### config.mk
export PLATFORM = sky130hd
export DESIGN_NAME = bbox_stage
export DESIGN_NICKNAME = d
export VERILOG_FILES = /design/src/source/raster_pkg.sv /design/src/source/bbox_find.sv /design/src/source/sample_snap_clip.sv /design/src/source/tri_delay.sv /design/src/source/bbox_stage.sv
export SDC_FILE = /design/constraint.sdc
export NUM_CORES = 1
export LEC_CHECK = 0
export BUFFER_PORTS_ARGS = -buffer_cell sky130_fd_sc_hd__buf_4
export CAP_MARGIN = 20
export CORE_ASPECT_RATIO = 1.5
export CORE_MARGIN = 2
export CORE_UTILIZATION = 35
export CTS_CLUSTER_DIAMETER = 120
export CTS_CLUSTER_SIZE = 25
export DETAILED_ROUTE_END_ITERATION = 10
export SLEW_MARGIN = 15
export SYNTH_ARGS = -nofsm -noshare
export SYNTH_HDL_FRONTEND = slang
export SYNTH_HIERARCHICAL = 1
export SYNTH_SLANG_ARGS = --single-unit
### constraint.sdc
create_clock -name clk -period 34.5 [get_ports clk]
set_input_delay 6.9 -clock clk [delete_from_list [all_inputs] [get_ports clk]]
set_output_delay 6.9 -clock clk [all_outputs]
set_load 0.05 [all_outputs]
### src/source/raster_pkg.sv
// Fixed-point widths and packed types shared by the triangle bounding-box stage
// Modules import this package inside their bodies and use scoped names in port lists
// Coordinates are signed, with 14 integer bits above 10 fraction bits
package raster_pkg;

    // Coordinate word and its fraction part
    localparam int coord_w = 24;
    localparam int radix_w = 10;

    // Register stages in the box path
    // The vertex delay line is sized from this so both paths stay aligned
    localparam int bbox_depth = 2;

    // One signed fixed-point coordinate
    typedef logic signed [coord_w-1:0] coord_t;

    // One-hot multisample select
    // Bit 3 for 1x, bit 2 for 4x, bit 1 for 16x, bit 0 for 64x
    typedef logic [3:0] msaa_t;

    // Vertex position, z rides along untouched
    typedef struct packed {
        coord_t x;
        coord_t y;
        coord_t z;
    } vertex_t;

    // Three vertices in input order
    typedef struct packed {
        vertex_t v0;
        vertex_t v1;
        vertex_t v2;
    } tri_t;

    // Axis-aligned box
    // Lower left corner then upper right corner
    typedef struct packed {
        coord_t ll_x;
        coord_t ll_y;
        coord_t ur_x;
        coord_t ur_y;
    } box_t;

    // Largest legal sample position on each axis
    // Held constant while triangles are in flight
    typedef struct packed {
        coord_t width;
        coord_t height;
    } screen_t;

endpackage

### src/source/bbox_find.sv
// First box stage of the rasterizer front end
// Takes a triangle and registers the min and max x and y of its vertices
// Advances on every edge where stall is low, holds otherwise
`timescale 1ns/1ps

module bbox_find (
    input  logic             clk,
    input  logic             rst,
    input  logic             stall,
    input  raster_pkg::tri_t tri_in,
    input  logic             valid_in,
    output raster_pkg::box_t box,
    output logic             valid
);

    import raster_pkg::*;

    // Unregistered box from the current input
    box_t box_next;

    // Smallest of three coordinates
    function automatic coord_t min3(input coord_t a, input coord_t b, input coord_t c);
        coord_t m;
        m = (b < a) ? b : a;
        // Ties keep the earlier vertex, value is the same either way
        if (c < m) begin
            m = c;
        end
        return m;
    endfunction

    // Largest of three coordinates
    function automatic coord_t max3(input coord_t a, input coord_t b, input coord_t c);
        coord_t m;
        m = (b > a) ? b : a;
        if (c > m) begin
            m = c;
        end
        return m;
    endfunction

    // Min and max per axis
    // z plays no part in the box
    always_comb begin
        box_next.ll_x = min3(tri_in.v0.x, tri_in.v1.x, tri_in.v2.x);
        box_next.ll_y = min3(tri_in.v0.y, tri_in.v1.y, tri_in.v2.y);
        box_next.ur_x = max3(tri_in.v0.x, tri_in.v1.x, tri_in.v2.x);
        box_next.ur_y = max3(tri_in.v0.y, tri_in.v1.y, tri_in.v2.y);
    end

    // Box payload register
    // Only meaningful while valid is high
    always_ff @(posedge clk) begin
        if (!stall) begin
            box <= box_next;
        end
    end

    // Valid bit follows the input slot on unstalled edges
    always_ff @(posedge clk) begin
        if (rst) begin
            valid <= 1'b0;
        end else if (!stall) begin
            valid <= valid_in;
        end
    end

endmodule

### src/source/sample_snap_clip.sv
// Second box stage of the rasterizer front end
// Floors the box corners to the multisample grid, clamps them to the screen
// and drops boxes that lie wholly off screen
// Advances on every edge where stall is low, holds otherwise
`timescale 1ns/1ps

module sample_snap_clip (
    input  logic                clk,
    input  logic                rst,
    input  logic                stall,
    input  raster_pkg::box_t    box_in,
    input  logic                valid_in,
    input  raster_pkg::screen_t screen,
    input  raster_pkg::msaa_t   msaa,
    output raster_pkg::box_t    box,
    output logic                valid
);

    import raster_pkg::*;

    // Fraction bits that survive the floor
    logic [radix_w-1:0] frac_mask;

    // Box after flooring to the sample grid
    box_t box_floor;

    // Box after clamping to the screen
    box_t box_clamp;

    // Accept decision for this slot
    logic keep;

    // Integer part passes, fraction is masked
    // Clearing low bits of a two's complement value rounds toward minus infinity
    function automatic coord_t floor_coord(input coord_t c, input logic [radix_w-1:0] m);
        return {c[coord_w-1:radix_w], c[radix_w-1:0] & m};
    endfunction

    // Grid step from the one-hot sample setting
    // 1x keeps no fraction bits, 4x one, 16x two, 64x three
    always_comb begin
        frac_mask = '0;
        frac_mask[radix_w-1] = msaa[2] | msaa[1] | msaa[0];
        frac_mask[radix_w-2] = msaa[1] | msaa[0];
        frac_mask[radix_w-3] = msaa[0];
    end

    // Snap all four corners
    always_comb begin
        box_floor.ll_x = floor_coord(box_in.ll_x, frac_mask);
        box_floor.ll_y = floor_coord(box_in.ll_y, frac_mask);
        box_floor.ur_x = floor_coord(box_in.ur_x, frac_mask);
        box_floor.ur_y = floor_coord(box_in.ur_y, frac_mask);
    end

    // Clamp lower left up to the origin
    // Clamp upper right down to the screen limits
    always_comb begin
        box_clamp.ll_x = (box_floor.ll_x < 0) ? '0 : box_floor.ll_x;
        box_clamp.ll_y = (box_floor.ll_y < 0) ? '0 : box_floor.ll_y;
        box_clamp.ur_x = (box_floor.ur_x > screen.width)  ? screen.width  : box_floor.ur_x;
        box_clamp.ur_y = (box_floor.ur_y > screen.height) ? screen.height : box_floor.ur_y;
    end

    // Reject when the box sits left of or below the origin
    // or right of or above the screen
    // A partly visible box passes with its clamped corners
    always_comb begin
        keep = valid_in;
        if (box_floor.ur_x < 0 || box_floor.ur_y < 0) begin
            keep = 1'b0;
        end
        if (box_floor.ll_x > screen.width || box_floor.ll_y > screen.height) begin
            keep = 1'b0;
        end
    end

    // Clamped box register, no reset on payload
    always_ff @(posedge clk) begin
        if (!stall) begin
            box <= box_clamp;
        end
    end

    // Output valid, cleared on reset
    always_ff @(posedge clk) begin
        if (rst) begin
            valid <= 1'b0;
        end else if (!stall) begin
            valid <= keep;
        end
    end

endmodule

### src/source/tri_delay.sv
// Delay line that carries triangle vertices beside the box pipeline
// depth must match the number of box register stages
// Shifts on every edge where stall is low, holds otherwise
`timescale 1ns/1ps

module tri_delay #(
    parameter int depth = 2
) (
    input  logic             clk,
    input  logic             stall,
    input  raster_pkg::tri_t tri_in,
    output raster_pkg::tri_t tri_out
);

    import raster_pkg::*;

    // One triangle register per stage
    // Entry 0 is loaded from the input, the last entry drives the output
    tri_t stage_q [depth];

    // Whole chain shifts together on unstalled edges
    // Validity travels in the box path beside it
    always_ff @(posedge clk) begin
        if (!stall) begin
            stage_q[0] <= tri_in;
            for (int i = 1; i < depth; i++) begin
                stage_q[i] <= stage_q[i-1];
            end
        end
    end

    // Oldest entry leaves the line
    assign tri_out = stage_q[depth-1];

endmodule

### src/source/bbox_stage.sv
// Bounding-box stage of the triangle rasterizer
// A triangle taken on an unstalled edge leaves two unstalled edges later
// with its floored and clamped box, or with out_valid low if rejected
// stall high freezes every register, there is no ready back to the source
`timescale 1ns/1ps

module bbox_stage (
    input  logic                clk,
    input  logic                rst,
    input  logic                stall,
    input  raster_pkg::tri_t    in_tri,
    input  logic                in_valid,
    input  raster_pkg::screen_t screen,
    input  raster_pkg::msaa_t   msaa,
    output raster_pkg::tri_t    out_tri,
    output raster_pkg::box_t    out_box,
    output logic                out_valid
);

    import raster_pkg::*;

    // Raw min and max box between the two box stages
    box_t mid_box;
    logic mid_valid;

    // Stage one finds the box corners
    bbox_find bbox_find_i (
        .clk      (clk),
        .rst      (rst),
        .stall    (stall),
        .tri_in   (in_tri),
        .valid_in (in_valid),
        .box      (mid_box),
        .valid    (mid_valid)
    );

    // Stage two snaps, clamps and rejects
    sample_snap_clip sample_snap_clip_i (
        .clk      (clk),
        .rst      (rst),
        .stall    (stall),
        .box_in   (mid_box),
        .valid_in (mid_valid),
        .screen   (screen),
        .msaa     (msaa),
        .box      (out_box),
        .valid    (out_valid)
    );

    // Vertices travel alongside with matching latency
    tri_delay #(
        .depth (bbox_depth)
    ) tri_delay_i (
        .clk     (clk),
        .stall   (stall),
        .tri_in  (in_tri),
        .tri_out (out_tri)
    );

endmodule

==> summary.md, run 1 <==
| Metric | Value |
|---|---|
| Result of the run | finished clean |
| Number of hold-slack violations in the final timing report | 0 |
| Final worst slack | 22.24 ns |
| Placer's final routability congestion estimate | roughly 0.88 |
| Final critical path time including I/O delays and setup | 12.26 ns |
| CTS Sinks | 584 |
| Beginning of the critical path | in_tri[137] |
| Share of total power in the clock network | a little over a fifth |
| Post-synthesis instance area | 0.0274 mm^2 |
| Total congestion overflow after global routing | 0 |
| Number of cells upsized or downsized after cts | 0 |
| Final setup violation count | 0 |
| Core area | 0.0776 mm^2 |
| Number of pins exceeding their max-slew limit in the final report | 0 |
| CTS buffer count | 27 |
| All-Layer GR Usage | around 17% |
| Placement row count | 125 |
| Post-Route Setup TNS | 0 ns |
| Combinational fraction of design power | 26.5% |
| Placed wire-length estimate | 55600 um |
| Dpl cell area | ~0.031 mm^2 |
| Count of H-tree levels built during CTS | 1 |
| Cell depth of the worst flop-to-flop path | 7 |
| Cell chosen for the clock root | clkbuf_16 |
| Initial standard-cell utilization of the core | 35.4% |
| Number of global-route vias before repair | 16213 |
| Post-route cell area | 0.0319 mm^2 |
| Critical R2R Launch | bbox_find_i/box[47] |
| Clock network latency to the later pin of the worst-skew pair | 0.63 ns |
| Utilization after layout | 41.2% |
| Internal power contribution | approximately 1.2 mW |
| Yosys synthesis warning count | 6 |
| Critical Path End Type | flop |
| Layout area overhead | 16.5% |
| Initial antenna violation count | 5 |
| Number of instances in the synthesized netlist | 1829 |
| Net total in the final layout | around 2700 |
| Instance count along the most critical hold path | 0 |
| Final Non-Filler Cells | 3226 |
| Pre-CTS setup slack | 21.62 ns |
| Worst Tran Pin Value | 1.01 ns |
| Final worst-path cycle share | ~36% |
| WL per Instance | approximately 22 um |
| Maximum count of clock buffers along a single path | 3 |
| Overall power | 1.70 mW |
| Mean instance size in the synthesized netlist | about 15 um^2 |
| Via density | around 4.8 |
| Setup repair after global routing missed its margin | no |
| Minimum hold slack | 0.416 ns |
| Detailed Route WL | approximately 70000 um |
| Setup Skew | around 0.033 ns |
| Largest voltage drop on the vdd net | 0.0474 mV |
| Number of buffers added for setup after CTS | 0 |
| Power dissipated by switching net loads | 0.529 mW |
| Worst hold path startpoint | tri_delay_i/stage_q[0][122] |
| Wire length of the first global-routing pass | between 100000 and 150000 um |
| Total placed cells including tap cells | 3185 |
| Count of pins on the block boundary | 585 |
| Power Dens Cells | 53.3 mW/mm^2 |
| Number of remaining DRC errors | 0 |
| Die Y-Extent | between 300 and 400 um |
| Routed Antenna Nets | 0 |
| Highest clock frequency the design can meet | 81.6 MHz |
| Worst Setup Path Type | in2reg |
| Max-Cap Viols | 0 |
| Maximum fanout encountered on the critical timing path | 17 |
| Initial detailed-routing violation count | just under 900 |
| Switching share of power | between 30% and 40% |
| Max-slew headroom at the worst pin | 32.5% |
| Count of port buffers added during placement | 569 |
| Die Area | 0.0807 mm^2 |
| Hold bufs inserted after CTS | 0 |
| Critical Path RT | 34.94 ns |
| Total leakage power | 13.4 nW |
| Type of element launching the critical path | input pin |
| CTS tree | built |
| Path type of the worst min-delay path | reg2reg |
| Maximum number of pins on one net before global-route repair | 101 |
| Horizontal die dimension | roughly 230 um |
| Clock input transition at the sequential cells of the worst setup and hold paths | around 0.1 ns |
| Share of layout cells above drive strength 1 | 29.9% |
| First drt pass iteration count | 5 |
| Via total after detailed routing | 15380 |
| Reg power frac | between 50% and 60% |
| Arrival @ worst endpoint | ~13 ns |
-- flip-flops by register name (all words and copies together) (netlist names) --
name / cells
bbox_find_i/valid: 1
bbox_find_i/box: 68
sample_snap_clip_i/box: 82
tri_delay_i/stage_q: 432
sample_snap_clip_i/valid: 1
-- power by group through the flow --
stage | clock network, mW | registers (mW) | logic [mW]
after detailed placement | 0 | 0.911 | 0.455
after floorplan | 0 | 0.954 | 0.283
after global routing | 0.396 | 0.901 | 0.487
final | 0.358 | 0.894 | 0.452
after global placement | 0 | 0.909 | 0.448
after CTS | 0.376 | 0.895 | 0.457
-- worst max-delay path, cell delays in order --
cell and delay, ns:
buf_4 0.13, ha_1 0.31, a21o_1 0.19, a21o_1 0.18, a21oi_2 0.14, o21ai_1 0.16
o21bai_2 0.28, o21ai_0 0.36, and2_1 0.70, buf_4 0.38, mux2i_1 0.28, ha_1 0.33
nand4_1 0.18, nor3_1 0.60, o21ai_0 0.18, a21oi_1 0.34, a311oi_1 0.12, a2bb2oi_2 0.19
o41ai_4 0.06, buf_4 0.37, mux2i_1 0.27
-- final timing paths --
check                                              endpoint  slack, ns
worst min register to register  tri_delay_i/stage_q[0][338]       0.42
worst min-delay path            tri_delay_i/stage_q[0][338]       0.42
worst max register to register   sample_snap_clip_i/box[47]      31.16
worst max-delay path                    bbox_find_i/box[91]      22.24
-- layer usage --
metal	GRT usage [%]	up-vias	share of wire, %	wire [um]
met5	0	-	0.080	56
li1	-	7282	-	-
met4	5.08	8	2.7	1900
met2	32.0	464	53	37300
met1	17.8	7538	36	25300
met3	4.59	88	7.6	5290
-- placed cells by master, fill, tap and decap left out, types with 4 or more instances in the layout --
cell type    n
buf_4      583
mux2_4      14
nor2_1      43
mux2_1      22
a311oi_1     4
and3_1       9
o21a_1       8
a21o_1      42
clkbuf_1    11
o21bai_1     5
and2_1      14
and4_1       4
o211ai_1     5
nor3_1      16
nand2b_1     7
nand4_1     34
mux2_2       4
nand2_1     33
clkbuf_16   27
o21ai_0     25
conb_1      16
a211oi_1     9
a21oi_1     78
inv_1      126
nand3_1     18
edfxtp_1   582
mux2i_1    140
nor2b_1     49
o21ai_1      5
ha_1       210
nor4_1       6
-- cell type report --
| cell class | count | area, um^2 |
|---|---|---|
| clock inverters | 1 | 16.3 |
| well taps | 1016 | 1270 |
| fillers | 7189 | 45600 |
| inverters | 129 | 493 |
| repair buffers | 584 | 4400 |
| clock buffers | 38 | 717 |
| multi-input cells | 873 | 7520 |
| diodes | 1 | 2.50 |
| flip-flops and latches | 584 | 17500 |
Power figures use the tool's default switching activity.
==> run 2, diff against run 1 <==
Clock period 34.5 ns to 12.5 ns, I/O delays scaled along.
==> run 2 against run 1 <==
Net effect: final cell count unchanged; sequential share of layout area unchanged; die area unchanged; flip-flop and latch count unchanged; via count about the same; wire length up 0.53%; critical path depth unchanged; clock-buffer cell count unchanged; total power rose to 2.8 times the previous value; worst setup slack worse by 18 ns; global-route usage about the same; critical endpoint is now bbox_find_i/box[22]; highest routed layer unchanged.
==> summary.md, run 2 (synthesis gave the netlist of run 1 again) <==
| Metric | Value |
|---|---|
| Endpoint of the lowest-slack register-to-register path | sample_snap_clip_i/box[33] |
| Cell depth of the worst flop-to-flop path | 7 |
| Maximum fanout encountered on the critical timing path | between 40 and 50 |
| Number of cells upsized or downsized after cts | 0 |
| Path type of the worst min-delay path | reg2reg |
| Critical Path End Type | flop |
| Initial antenna violation count | 2 |
| Count of pins on the block boundary | 585 |
| Worst Tran Pin Value | between 1 and 1.5 ns |
| Share of layout cells above drive strength 1 | 29.9% |
| Initial detailed-routing violation count | 732 |
| FF/Latch Area | 0.0175 mm^2 |
| Setup slack, reg-to-reg | 9.16 ns |
| Highest-count cells in the layout ignoring fill and taps | buf_4, edfxtp_1, ha_1 |
| CTS Sinks | a little under 600 |
| Utilization after layout | 41.2% |
| Via density | around 4.8 |
| Overall power | approximately 4.7 mW |
| Count of H-tree levels built during CTS | 1 |
| Layout area overhead | 16.5% |
| Initial standard-cell utilization of the core | 35.4% |
| Net total in the final layout | approximately 2700 |
| Placed wire-length estimate | 55800 um |
| Die Y-Extent | roughly 350 um |
| All-Layer GR Usage | 16.8% |
| Most common library cell in the layout ignoring fill and taps | buf_4 |
| Die Area | 0.0807 mm^2 |
| Routed Antenna Nets | 0 |
| Clock input transition at the sequential cells of the worst setup and hold paths | 0.12 ns |
| Total leakage power | 13.4 nW |
| Clock network latency to the later pin of the worst-skew pair | approximately 0.63 ns |
| Post-Route Setup TNS | 0 ns |
| Worst hold path startpoint | tri_delay_i/stage_q[0][152] |
| Number of global-route vias before repair | around 16000 |
| Largest voltage drop on the vdd net | 0.122 mV |
| Result of the run | finished clean |
| Cell with the most instances on the worst path | buf_4 |
| Number of fillers in the final layout | 7114 |
| Number of pins exceeding their max-slew limit in the final report | 0 |
| Worst Hold Path EP | tri_delay_i/stage_q[0][368] |
| Max-slew headroom at the worst pin | between 20% and 30% |
| Critical R2R Launch | bbox_find_i/box[47] |
| Cell chosen for the clock root | clkbuf_16 |
| Total area of multi-input combinational cells | between 0.007 and 0.008 mm^2 |
| Minimum hold slack | 0.406 ns |
| Largest register by flop count | tri_delay_i/stage_q |
| Dpl cell area | 0.0312 mm^2 |
| Power Dens Cells | 147 mW/mm^2 |
| Number of remaining DRC errors | 0 |
| Max-Cap Viols | 0 |
| Number of hold-slack violations in the final timing report | 0 |
| Placer's final routability congestion estimate | 0.838 |
| CP max stage delay | 0.61 ns |
| Highest clock frequency the design can meet | roughly 130 MHz |
| Total placed cells including tap cells | roughly 3200 |
| Wire length of the first global-routing pass | 101000 um |
| CP max stage cell | nor4_1 |
| Final critical path time including I/O delays and setup | 7.99 ns |
| Maximum count of clock buffers along a single path | 3 |
| Final worst-path cycle share | between 60% and 70% |
| Biggest regs | tri_delay_i/stage_q (432), sample_snap_clip_i/box (82), bbox_find_i/box (68) |
| Final worst slack | 4.51 ns |
| Total congestion overflow after global routing | 0 |
| Count of port buffers added during placement | 569 |
| Horizontal die dimension | approximately 230 um |
| Worst Setup Path Type | in2reg |
| Instance count along the most critical hold path | 0 |
| Critical Path RT | 12.89 ns |
| Core area | a little under 0.08 mm^2 |
| Hold bufs inserted after CTS | 0 |
| Final Non-Filler Cells | 3226 |
| Via total after detailed routing | ~15000 |
| First drt pass iteration count | 5 |
| Setup Skew | 0.0235 ns |
| Detailed Route WL | 70300 um |
| CTS buffer count | 27 |
| Final setup violation count | 0 |
| Post-route cell area | 0.0319 mm^2 |
| Pre-CTS setup slack | between 3 and 4 ns |
| Maximum number of pins on one net before global-route repair | 153 |
| Number of buffers added for setup after CTS | 0 |
| CTS tree | built |
| Worst path cell trace | buf_4 > inv_1 > ha_1 > nand4_4 > nor4_2 > o31a_2 > nor2_4 > xnor2_4 > buf_4 > a21o_1 > buf_4 > mux2i_1 > ha_1 > nand4_1 > nor4_1 > nand4_1 > o221ai_1 > o21ai_0 > a21oi_2 > buf_4 > mux2i_1 |
| Flip-flop count of the largest register after layout | 432 |
| Placement row count | 125 |
| Type of element launching the critical path | input pin |
| Setup repair after global routing missed its margin | no |
| Arrival @ worst endpoint | 8.38 ns |
| WL per Instance | 21.8 um |
[run 2: layout make-up]
class / instances / share of cell area [%]
clock inverters: 1 / 0.0509
flip-flops and latches: 584 / 54.8
multi-input cells: 873 / 23.6
diodes: 1 / 0.00784
well taps: 1016 / 3.98
clock buffers: 38 / 2.24
inverters: 129 / 1.54
repair buffers: 584 / 13.8
[run 2: worst max-delay path by stage]
stage	end	cells after the start	start	slack [ns]
floorplan	tri_delay_i/stage_q[0][0]	1	stall	0.91
global placement	bbox_find_i/box[22]	21	in_tri[191]	3.92
detailed placement	bbox_find_i/box[22]	21	in_tri[191]	3.78
CTS	bbox_find_i/box[22]	21	in_tri[191]	4.41
global route	bbox_find_i/box[22]	21	in_tri[191]	4.13
finish	bbox_find_i/box[22]	21	in_tri[191]	4.51
[run 2: critical path, delay by kind of cell]
| family | cells | cell delay (ns) |
|---|---|---|
| xor+xnor | 1 | 0.13 |
| buf+inv | 5 | 1.29 |
| fa+ha+maj | 2 | 0.76 |
| mux | 2 | 0.76 |
| compound gates | 5 | 1.25 |
| simple gates | 6 | 1.64 |
[run 2: report_power, final]
part / switching [mW] / leakage, nW / internal, mW
registers: 0.0716 / 5.74 / 2.39
clock network: 0.591 / 0.353 / 0.402
logic: 0.800 / 7.29 / 0.447
total: 1.46 / 13.4 / 3.24
[run 2: layer usage]
metal,track usage [%],routed length [um]
met3,4.39,5150
met4,5.56,2130
met5,0,27
met1,18.0,25600
met2,31.7,37300
